`src/cu_defines.svh`:
```
// single clock domain assumed; values are not range checked, keep CU_READ_CREDITS at 1 or more
`ifndef CU_DEFINES_SVH
`define CU_DEFINES_SVH

//////////////////////////////////////////////////////////////////////
// datapath widths
//////////////////////////////////////////////////////////////////////

// vertex totals and the descriptor vertex count
`define CU_VERTEX_WIDTH 32
`define CU_EDGE_WIDTH 32
// count carried by a single read response
`define CU_COUNT_WIDTH 8
// configuration word and status
`define CU_CONFIG_WIDTH 32
`define CU_ID_WIDTH 4
`define CU_TAG_WIDTH 16

//////////////////////////////////////////////////////////////////////
// read command flow control
//////////////////////////////////////////////////////////////////////

// credits held by the arbiter right after reset
`define CU_READ_CREDITS 4

`endif

```
`src/cu_pkg.sv`:
```
// enum widths follow cu_defines.svh; unit ids above CU_GRAPH_ALGO_1 are legal and count as edges
`include "cu_defines.svh"

package cu_pkg;

	//////////////////////////////////////////////////////////////////////
	// unit ids carried by read responses
	//////////////////////////////////////////////////////////////////////

	// only the vertex control id is decoded, any other id is an edge response
	typedef enum logic [`CU_ID_WIDTH-1:0] {
		CU_VERTEX_CONTROL = 'd0,
		CU_GRAPH_ALGO_0   = 'd1,
		CU_GRAPH_ALGO_1   = 'd2
	} cu_unit_id_e;

	// read requesters, also the source field of an issued command
	typedef enum logic {
		REQ_VERTEX_JOB = 1'b0,
		REQ_GRAPH_ALGO = 1'b1
	} cu_requester_e;

	//////////////////////////////////////////////////////////////////////
	// job progress
	//////////////////////////////////////////////////////////////////////

	typedef enum logic [1:0] {
		JOB_IDLE    = 2'd0,
		JOB_RUNNING = 2'd1,
		JOB_DONE    = 2'd2
	} cu_job_state_e;

endpackage

```
`src/cu_control_top.sv`:
```
// one clock domain; rstn may be asynchronous, every stage runs on the internally synchronised reset
`timescale 1ns/1ps
`include "cu_defines.svh"

module cu_control_top import cu_pkg::*; (
	input  logic                        clock,
	input  logic                        rstn,
	input  logic                        enabled,
	input  logic [`CU_CONFIG_WIDTH-1:0] cu_configure,
	input  logic                        wed_valid,
	input  logic [`CU_VERTEX_WIDTH-1:0] wed_num_vertices,
	input  logic                        rsp_valid,
	input  cu_unit_id_e                 rsp_cu_id,
	input  logic [`CU_COUNT_WIDTH-1:0]  rsp_count,
	input  logic                        vj_req_valid,
	input  logic [`CU_TAG_WIDTH-1:0]    vj_req_tag,
	input  logic                        ga_req_valid,
	input  logic [`CU_TAG_WIDTH-1:0]    ga_req_tag,
	input  logic                        rd_credit_return,
	output logic                        vj_req_ready,
	output logic                        ga_req_ready,
	output logic                        rd_cmd_valid,
	output logic [`CU_TAG_WIDTH-1:0]    rd_cmd_tag,
	output cu_requester_e               rd_cmd_source,
	output logic                        cu_done,
	output logic [`CU_VERTEX_WIDTH-1:0] cu_return_vertices,
	output logic [`CU_EDGE_WIDTH-1:0]   cu_return_edges,
	output logic [`CU_CONFIG_WIDTH-1:0] cu_status
);

	logic                        sys_rstn;
	logic [`CU_CONFIG_WIDTH-1:0] cfg_word;
	logic [`CU_VERTEX_WIDTH-1:0] num_vertices;
	logic                        cu_ready;
	logic                        lat_rsp_valid;
	cu_unit_id_e                 lat_rsp_cu_id;
	logic [`CU_COUNT_WIDTH-1:0]  lat_rsp_count;
	logic [`CU_VERTEX_WIDTH-1:0] vertex_total;
	logic [`CU_EDGE_WIDTH-1:0]   edge_total;

	//////////////////////////////////////////////////////////////////////
	// input side
	//////////////////////////////////////////////////////////////////////

	cu_input_stage cu_input_stage_i (
		.clock            (clock),
		.rstn             (rstn),
		.enabled          (enabled),
		.cu_configure     (cu_configure),
		.wed_valid        (wed_valid),
		.wed_num_vertices (wed_num_vertices),
		.rsp_valid        (rsp_valid),
		.rsp_cu_id        (rsp_cu_id),
		.rsp_count        (rsp_count),
		.sys_rstn         (sys_rstn),
		.cfg_word         (cfg_word),
		.num_vertices     (num_vertices),
		.cu_ready         (cu_ready),
		.lat_rsp_valid    (lat_rsp_valid),
		.lat_rsp_cu_id    (lat_rsp_cu_id),
		.lat_rsp_count    (lat_rsp_count)
	);

	cu_response_router cu_response_router_i (
		.clock         (clock),
		.sys_rstn      (sys_rstn),
		.cu_ready      (cu_ready),
		.lat_rsp_valid (lat_rsp_valid),
		.lat_rsp_cu_id (lat_rsp_cu_id),
		.lat_rsp_count (lat_rsp_count),
		.vertex_total  (vertex_total),
		.edge_total    (edge_total)
	);

	//////////////////////////////////////////////////////////////////////
	// read commands and completion
	//////////////////////////////////////////////////////////////////////

	cu_read_arbiter cu_read_arbiter_i (
		.clock            (clock),
		.sys_rstn         (sys_rstn),
		.cu_ready         (cu_ready),
		.vj_req_valid     (vj_req_valid),
		.vj_req_tag       (vj_req_tag),
		.ga_req_valid     (ga_req_valid),
		.ga_req_tag       (ga_req_tag),
		.rd_credit_return (rd_credit_return),
		.vj_req_ready     (vj_req_ready),
		.ga_req_ready     (ga_req_ready),
		.rd_cmd_valid     (rd_cmd_valid),
		.rd_cmd_tag       (rd_cmd_tag),
		.rd_cmd_source    (rd_cmd_source)
	);

	cu_done_control cu_done_control_i (
		.clock              (clock),
		.sys_rstn           (sys_rstn),
		.cu_ready           (cu_ready),
		.cfg_word           (cfg_word),
		.num_vertices       (num_vertices),
		.vertex_total       (vertex_total),
		.edge_total         (edge_total),
		.cu_done            (cu_done),
		.cu_return_vertices (cu_return_vertices),
		.cu_return_edges    (cu_return_edges),
		.cu_status          (cu_status)
	);

endmodule

```
`src/cu_done_control.sv`:
```
// done needs an exact match with a nonzero vertex count; an overshoot never completes the job
`timescale 1ns/1ps
`include "cu_defines.svh"

module cu_done_control import cu_pkg::*; (
	input  logic                        clock,
	input  logic                        sys_rstn,
	input  logic                        cu_ready,
	input  logic [`CU_CONFIG_WIDTH-1:0] cfg_word,
	input  logic [`CU_VERTEX_WIDTH-1:0] num_vertices,
	input  logic [`CU_VERTEX_WIDTH-1:0] vertex_total,
	input  logic [`CU_EDGE_WIDTH-1:0]   edge_total,
	output logic                        cu_done,
	output logic [`CU_VERTEX_WIDTH-1:0] cu_return_vertices,
	output logic [`CU_EDGE_WIDTH-1:0]   cu_return_edges,
	output logic [`CU_CONFIG_WIDTH-1:0] cu_status
);

	cu_job_state_e job_state;
	cu_job_state_e job_state_next;
	logic          all_vertices;

	//////////////////////////////////////////////////////////////////////
	// job FSM
	//////////////////////////////////////////////////////////////////////

	assign all_vertices = (num_vertices != '0) && (vertex_total == num_vertices);

	always_comb begin
		job_state_next = job_state;
		case (job_state)
			JOB_IDLE: begin
				if (cu_ready) begin
					job_state_next = JOB_RUNNING;
				end
			end
			JOB_RUNNING: begin
				if (all_vertices) begin
					job_state_next = JOB_DONE;
				end
			end
			// done holds until the next reset
			JOB_DONE: job_state_next = JOB_DONE;
			default: job_state_next = JOB_IDLE;
		endcase
	end

	always_ff @(posedge clock or negedge sys_rstn) begin
		if (!sys_rstn) begin
			job_state <= JOB_IDLE;
		end else begin
			job_state <= job_state_next;
		end
	end

	assign cu_done = (job_state == JOB_DONE);

	//////////////////////////////////////////////////////////////////////
	// return values and status
	//////////////////////////////////////////////////////////////////////

	always_ff @(posedge clock or negedge sys_rstn) begin
		if (!sys_rstn) begin
			cu_return_vertices <= '0;
			cu_return_edges    <= '0;
			cu_status          <= '0;
		end else begin
			cu_return_vertices <= vertex_total;
			cu_return_edges    <= edge_total;
			cu_status          <= cfg_word;
		end
	end

endmodule

```
`src/cu_input_stage.sv`:
```
// inputs are sampled one cycle behind the registered enable; the descriptor stays latched until reset
`timescale 1ns/1ps
`include "cu_defines.svh"

module cu_input_stage import cu_pkg::*; (
	input  logic                        clock,
	input  logic                        rstn,
	input  logic                        enabled,
	input  logic [`CU_CONFIG_WIDTH-1:0] cu_configure,
	input  logic                        wed_valid,
	input  logic [`CU_VERTEX_WIDTH-1:0] wed_num_vertices,
	input  logic                        rsp_valid,
	input  cu_unit_id_e                 rsp_cu_id,
	input  logic [`CU_COUNT_WIDTH-1:0]  rsp_count,
	output logic                        sys_rstn,
	output logic [`CU_CONFIG_WIDTH-1:0] cfg_word,
	output logic [`CU_VERTEX_WIDTH-1:0] num_vertices,
	output logic                        cu_ready,
	output logic                        lat_rsp_valid,
	output cu_unit_id_e                 lat_rsp_cu_id,
	output logic [`CU_COUNT_WIDTH-1:0]  lat_rsp_count
);

	logic rstn_meta;
	logic enabled_q;
	logic wed_valid_q;

	//////////////////////////////////////////////////////////////////////
	// reset synchroniser
	//////////////////////////////////////////////////////////////////////

	// assert at once, release two clocks after rstn rises
	always_ff @(posedge clock or negedge rstn) begin
		if (!rstn) begin
			rstn_meta <= 1'b0;
			sys_rstn  <= 1'b0;
		end else begin
			rstn_meta <= 1'b1;
			sys_rstn  <= rstn_meta;
		end
	end

	//////////////////////////////////////////////////////////////////////
	// enable, descriptor and configuration
	//////////////////////////////////////////////////////////////////////

	always_ff @(posedge clock or negedge sys_rstn) begin
		if (!sys_rstn) begin
			enabled_q    <= 1'b0;
			wed_valid_q  <= 1'b0;
			num_vertices <= '0;
			cfg_word     <= '0;
		end else begin
			enabled_q <= enabled;
			if (enabled_q) begin
				// first valid descriptor sticks for the rest of the job
				if (wed_valid) begin
					wed_valid_q  <= 1'b1;
					num_vertices <= wed_num_vertices;
				end
				// a zero write means no new configuration
				if (|cu_configure) begin
					cfg_word <= cu_configure;
				end
			end
		end
	end

	//////////////////////////////////////////////////////////////////////
	// read response capture
	//////////////////////////////////////////////////////////////////////

	always_ff @(posedge clock or negedge sys_rstn) begin
		if (!sys_rstn) begin
			lat_rsp_valid <= 1'b0;
		end else begin
			lat_rsp_valid <= enabled_q && rsp_valid;
		end
	end

	// payload only matters when lat_rsp_valid is set
	always_ff @(posedge clock) begin
		if (rsp_valid) begin
			lat_rsp_cu_id <= rsp_cu_id;
			lat_rsp_count <= rsp_count;
		end
	end

	assign cu_ready = (|cfg_word) && wed_valid_q;

endmodule

```
`src/cu_read_arbiter.sv`:
```
// memory has no ready; flow control is only the credit count, and extra returns beyond the max are dropped
`timescale 1ns/1ps
`include "cu_defines.svh"

module cu_read_arbiter import cu_pkg::*; (
	input  logic                     clock,
	input  logic                     sys_rstn,
	input  logic                     cu_ready,
	input  logic                     vj_req_valid,
	input  logic [`CU_TAG_WIDTH-1:0] vj_req_tag,
	input  logic                     ga_req_valid,
	input  logic [`CU_TAG_WIDTH-1:0] ga_req_tag,
	input  logic                     rd_credit_return,
	output logic                     vj_req_ready,
	output logic                     ga_req_ready,
	output logic                     rd_cmd_valid,
	output logic [`CU_TAG_WIDTH-1:0] rd_cmd_tag,
	output cu_requester_e            rd_cmd_source
);

	localparam int CREDIT_W = $clog2(`CU_READ_CREDITS + 1);
	localparam logic [CREDIT_W-1:0] CREDIT_MAX = CREDIT_W'(`CU_READ_CREDITS);

	logic [CREDIT_W-1:0] credits;
	cu_requester_e       last_grant;
	logic                can_issue;
	logic                both_req;
	logic                pick_vj;
	logic                pick_ga;
	logic                accept;

	//////////////////////////////////////////////////////////////////////
	// round robin grant
	//////////////////////////////////////////////////////////////////////

	assign can_issue = cu_ready && (credits != '0);
	assign both_req  = vj_req_valid && ga_req_valid;

	// on a tie the requester that lost last time wins
	assign pick_vj = can_issue && vj_req_valid &&
		(!both_req || (last_grant == REQ_GRAPH_ALGO));
	assign pick_ga = can_issue && ga_req_valid &&
		(!both_req || (last_grant == REQ_VERTEX_JOB));
	assign accept  = pick_vj || pick_ga;

	assign vj_req_ready = pick_vj;
	assign ga_req_ready = pick_ga;

	//////////////////////////////////////////////////////////////////////
	// credit counter
	//////////////////////////////////////////////////////////////////////

	always_ff @(posedge clock or negedge sys_rstn) begin
		if (!sys_rstn) begin
			credits <= CREDIT_MAX;
		end else begin
			case ({accept, rd_credit_return})
				2'b10: credits <= credits - 1'b1;
				2'b01: begin
					if (credits != CREDIT_MAX) begin
						credits <= credits + 1'b1;
					end
				end
				// spent and returned in one cycle cancel out
				default: credits <= credits;
			endcase
		end
	end

	//////////////////////////////////////////////////////////////////////
	// command register
	//////////////////////////////////////////////////////////////////////

	// vertex job goes first after reset
	always_ff @(posedge clock or negedge sys_rstn) begin
		if (!sys_rstn) begin
			rd_cmd_valid <= 1'b0;
			last_grant   <= REQ_GRAPH_ALGO;
		end else begin
			rd_cmd_valid <= accept;
			if (accept) begin
				last_grant <= pick_vj ? REQ_VERTEX_JOB : REQ_GRAPH_ALGO;
			end
		end
	end

	always_ff @(posedge clock) begin
		if (accept) begin
			rd_cmd_tag <= pick_vj ? vj_req_tag : ga_req_tag;
		end
	end

	// the last winner is the source of the command now on the bus
	assign rd_cmd_source = last_grant;

endmodule

```
`src/cu_response_router.sv`:
```
// totals wrap silently on overflow; responses arriving before cu_ready are dropped
`timescale 1ns/1ps
`include "cu_defines.svh"

module cu_response_router import cu_pkg::*; (
	input  logic                        clock,
	input  logic                        sys_rstn,
	input  logic                        cu_ready,
	input  logic                        lat_rsp_valid,
	input  cu_unit_id_e                 lat_rsp_cu_id,
	input  logic [`CU_COUNT_WIDTH-1:0]  lat_rsp_count,
	output logic [`CU_VERTEX_WIDTH-1:0] vertex_total,
	output logic [`CU_EDGE_WIDTH-1:0]   edge_total
);

	logic                        rsp_take;
	logic                        is_vertex;
	logic [`CU_VERTEX_WIDTH-1:0] vertex_add;
	logic [`CU_EDGE_WIDTH-1:0]   edge_add;

	//////////////////////////////////////////////////////////////////////
	// id decode
	//////////////////////////////////////////////////////////////////////

	assign rsp_take  = cu_ready && lat_rsp_valid;
	assign is_vertex = (lat_rsp_cu_id == CU_VERTEX_CONTROL);

	// zero extend the response count to each total
	assign vertex_add = {{(`CU_VERTEX_WIDTH - `CU_COUNT_WIDTH){1'b0}}, lat_rsp_count};
	assign edge_add   = {{(`CU_EDGE_WIDTH - `CU_COUNT_WIDTH){1'b0}}, lat_rsp_count};

	//////////////////////////////////////////////////////////////////////
	// running totals
	//////////////////////////////////////////////////////////////////////

	always_ff @(posedge clock or negedge sys_rstn) begin
		if (!sys_rstn) begin
			vertex_total <= '0;
			edge_total   <= '0;
		end else if (rsp_take) begin
			if (is_vertex) begin
				vertex_total <= vertex_total + vertex_add;
			end else begin
				// every graph algorithm unit, known id or not
				edge_total <= edge_total + edge_add;
			end
		end
	end

endmodule

```
`config.mk`:
```
export PLATFORM = sky130hd
export DESIGN_NAME = cu_control_top
export DESIGN_NICKNAME = d
export VERILOG_FILES = /design/src/cu_pkg.sv /design/src/cu_control_top.sv /design/src/cu_done_control.sv /design/src/cu_input_stage.sv /design/src/cu_read_arbiter.sv /design/src/cu_response_router.sv
export VERILOG_INCLUDE_DIRS = /design/src
export SDC_FILE = /design/constraint.sdc
export NUM_CORES = 1
export LEC_CHECK = 0
export BUFFER_PORTS_ARGS = -buffer_cell sky130_fd_sc_hd__buf_2
export CELL_PAD_IN_SITES_DETAIL_PLACEMENT = 1
export CELL_PAD_IN_SITES_GLOBAL_PLACEMENT = 1
export CORE_MARGIN = 1
export CORE_UTILIZATION = 44
export CTS_CLUSTER_DIAMETER = 120
export DETAILED_ROUTE_END_ITERATION = 7
export GPL_TIMING_DRIVEN = 0
export HOLD_SLACK_MARGIN = 0.08
export PLACE_DENSITY = 0.92
export SETUP_SLACK_MARGIN = 0.02
export SYNTH_ARGS = -nofsm -noshare
export SYNTH_HDL_FRONTEND = slang
export SYNTH_SLANG_ARGS = --single-unit
```
`constraint.sdc`:
```
create_clock -name clock -period 7.9 [get_ports clock]
set_clock_uncertainty 0.05 [all_clocks]
set_input_delay 0.395 -clock clock [delete_from_list [all_inputs] [get_ports clock]]
set_output_delay 0.395 -clock clock [all_outputs]
set_load 0.02 [all_outputs]
```
==> results by group <==
GRT
  – Vias in the first global route: 8,540
  – Initial antenna violation count: 2
  – GRT Residual Overflow: 0
  – Pin count of the biggest net entering global routing: 66
  – Overall Global Routing Usage: between 20% and 30%
  – First-pass GRT wire length: 49.3 mm

Finish
  – Footprint of the multi-input gates: ~0.0034 mm2
  – Area grow syn2layout: 32.7%
  – Fin nets: 1,195
  – Fill count: 2,276
  – FF+latch area: about 0.0068 mm2
  – Layout cells sized above 1: a little over a third

Timing
  – Fin crit share: a little over two fifths
  – RSZ-0062 raised after global routing: false
  – Hold slack: just over 90 ps
  – Worst Tran Pin Value: 908 ps
  – Final Setup Violations: 0
  – Fin Setup TNS: 0 ps
  – Final hold vios: 0
  – Tmin final: approximately 3400 ps
  – Final max-slew violation count: 0
  – Maximum clock frequency: between 200 and 300 MHz
  – Max_slew headroom: between 30% and 40%

Synth
  – Most used flip-flop cell after synthesis: dfrtp_1
  – Synth Area in XOR/XNOR: under 10%
  – Synthesis Warnings: 0
  – Post-synth EDFFs: 28
  – Compound-Gate Fraction of Synth Area: around 3.6%
  – Cells after Synth: about 700
  – Ys async rst share: approximately nine tenths
  – Post-Synth Simple-Gate Area: ~9.3%
  – Post-synthesis mux area share: 10.0%
  – Synthesized net count: ~850
  – Post-synthesis adder-cell area fraction: under 10%
  – Syn avg cell area: approximately 14 um2
  – Mapped cell area: approximately 0.01 mm2
  – Count of cell types in the netlist: 50
  – Main combinational cell family by area after synthesis: multiplexers
  – Yosys reg bits: between 200 and 300
  – Seq/Total Area, Yosys: approximately 65%

Detailed routing
  – WL met2: between 15 and 20 mm
  – Top layer in use: met4
  – Met3 wire len: roughly 1.9 mm
  – DR WL/cell: 22.7 um
  – Metal-1 WL: between 10 and 15 mm
  – First drt pass iteration count: 4
  – Total wire length: ~32 mm
  – Starting DRT DRC Count: 405
  – Via count: around 7,400
  – DRC viols: 0
  – ANT nets after route: 0
  – Vias/cell: roughly 5.3

CTS
  – Max clock buf depth: 3
  – Hold_buf cts: 75
  – CTS clock-pin slew for the worst setup and hold paths: 60 ps
  – Total CTS buffers: 28
  – Clk sinks: around 260
  – Worst-skew pair later-pin latency: roughly 550 ps
  – Clk root buf: clkbuf_16
  – CTS tree: done
  – Post-CTS resize count: 0
  – H-tree depth: 1
  – Post-CTS setup buffers: 0

Setup path
  – Reg-to-Reg Start: cu_input_stage_i.cfg_word[24]
  – WS Path Type: reg2out
  – Worst Setup SP: cu_input_stage_i.cfg_word[24]
  – CP max stage delay: roughly 440 ps
  – Setup crit start kind: flop
  – Slowest-stage cell, CP: nor4_1
  – CP Capture Type: output pin
  – Worst path cell trace: nor4_1, nand4_1, o21ai_0, nor2b_1, nand3_2, buf_4, inv_1, buf_2
  – CP Data Arrival Time: about 3000 ps
  – R2R setup slack: ~5000 ps
  – Worst-path fanout max: 10
  – R2R depth: 7
  – Worst Path Required: around 7500 ps
  – Reg2reg end: cu_read_arbiter_i.credits[2]

Die
  – Chip height: between 150 and 200 um
  – Chip width: around 160 um
  – Die area: 0.0240 mm2
  – Core Rows: 55
  – Starting Density: around 45%
  – I/O pins: around 230
  – Core footprint: about 0.023 mm2

Outcome
  – Status: completed

Placed design
  – Port Buf Inserts: around 230
  – GP Congestion: 0.824
  – Final HPWL DP: between 15 and 20 mm

Power and ir drop
  – Leakage power total: 6.26 nW
  – Maximum vdd drop: between 0.2 and 0.25 mV
  – Power per Cell Area: 296 mW/mm2
  – Tot Pwr: ~4.1 mW

Min path
  – Hold crit path type: in2reg
  – Hold path startpoint: cu_configure[2]
  – Worst hold stages: 2
  – Hold Crit Endpoint: cu_input_stage_i.cfg_word[2]

Run
  – MaxCap Viol Count: 0
## state kept, by name, indices dropped and copies added, names as in the netlist, 2 cells and up
register	count
cu_input_stage_i.cfg_word	32
cu_done_control_i.cu_status	32
cu_read_arbiter_i.rd_cmd_tag	16
cu_response_router_i.edge_total	32
cu_response_router_i.vertex_total	32
cu_input_stage_i.lat_rsp_count	8
cu_input_stage_i.lat_rsp_cu_id	4
cu_read_arbiter_i.credits	3
cu_input_stage_i.num_vertices	32
cu_done_control_i.cu_return_vertices	32
cu_done_control_i.cu_return_edges	32
cu_done_control_i.job_state	2
## critical path: cells and delay by family (launching register included)
family          cells  cell delay, ps
compound gates      1             390
buf+inv             3             420
flops               1             400
simple gates        4            1220
## cells in the mapped netlist (7+ instances only)
| master | n | area [um2] |
|---|---|---|
| a21oi_1 | 7 | 35.0 |
| and3_1 | 9 | 56.3 |
| clkbuf_1 | 8 | 30.0 |
| dfrtp_1 | 234 | 5860 |
| edfxtp_1 | 28 | 841 |
| ha_1 | 20 | 250 |
| inv_1 | 14 | 52.6 |
| mux2_2 | 88 | 991 |
| nand2_1 | 19 | 71.3 |
| nand3_1 | 28 | 140 |
| nand4_1 | 29 | 181 |
| nor2_1 | 14 | 52.6 |
| nor2b_1 | 7 | 43.8 |
| nor4_1 | 27 | 169 |
| o21ai_0 | 20 | 100 |
| xnor2_1 | 84 | 736 |
## where the power goes
part / switching, mW / total, mW / internal [mW]
Combinational: 0.544 / 0.928 / 0.384
Sequential: 0.171 / 1.75 / 1.58
Clock: 0.554 / 1.37 / 0.817
## layout by cell type, fill, tap and decap left out, types with 5 or more instances in the layout
cell / count
a211oi_1: 5
a21oi_1: 7
and2_1: 6
and3_1: 9
and4_1: 6
buf_2: 234
clkbuf_1: 14
clkbuf_16: 29
clkbuf_8: 5
clkinv_2: 6
dfrtp_1: 233
dlygate4sd3_1: 76
edfxtp_1: 28
ha_1: 20
inv_1: 14
mux2_2: 88
nand2_1: 19
nand2b_1: 5
nand3_1: 28
nand4_1: 29
nor2_1: 13
nor2b_1: 7
nor4_1: 27
o21ai_0: 20
xnor2_1: 84
## stage by stage
stage | instance area, um2 | cells | utilization, % | setup slack (ps)
finish | 13700 | 1393 | 60.0 | 4480
CTS | 13700 | 1390 | 60.0 | 4420
global placement | 11900 | 1260 | 52.1 | -1670
global route | 13700 | 1393 | 60.0 | 4190
floorplan | 10300 | 715 | - | 790
detailed placement | 11900 | 1263 | 52.5 | 4930
## area by class of cell
type                            count  area share, %
Sequential cell                   264           49.4
Multi-Input combinational cell    422           25.2
Timing Repair Buffer              311           14.7
Clock buffer                       40           5.97
Tap cell                          313           2.86
Clock inverter                     12           1.04
Buffer                             15          0.467
Inverter                           14          0.384
Antenna cell                        2         0.0366
## worst max path at each step
| stage | end |
|---|---|
| floorplan | cu_done_control_i.cu_return_edges[0] |
| global placement | cu_done_control_i.cu_return_vertices[31] |
| detailed placement | cu_read_arbiter_i.credits[2] |
| CTS | vj_req_ready |
| global route | vj_req_ready |
| finish | vj_req_ready |
## cells by family (layout without fill, tap and decap cells)
group,after synthesis,after routing
compound gates,55,55
xor+xnor,88,88
fa+ha+maj,23,23
buf+inv,29,392
flops,264,264
mux,92,92
other cells,1,3
simple gates,163,163
## per-layer routing
metal,track usage (%),vias up
met5,0,-
met4,14.2,0
met3,5.57,91
met2,48.3,301
met1,30.6,3770
li1,-,3247
No activity file was read; power rests on OpenSTA's default activity.
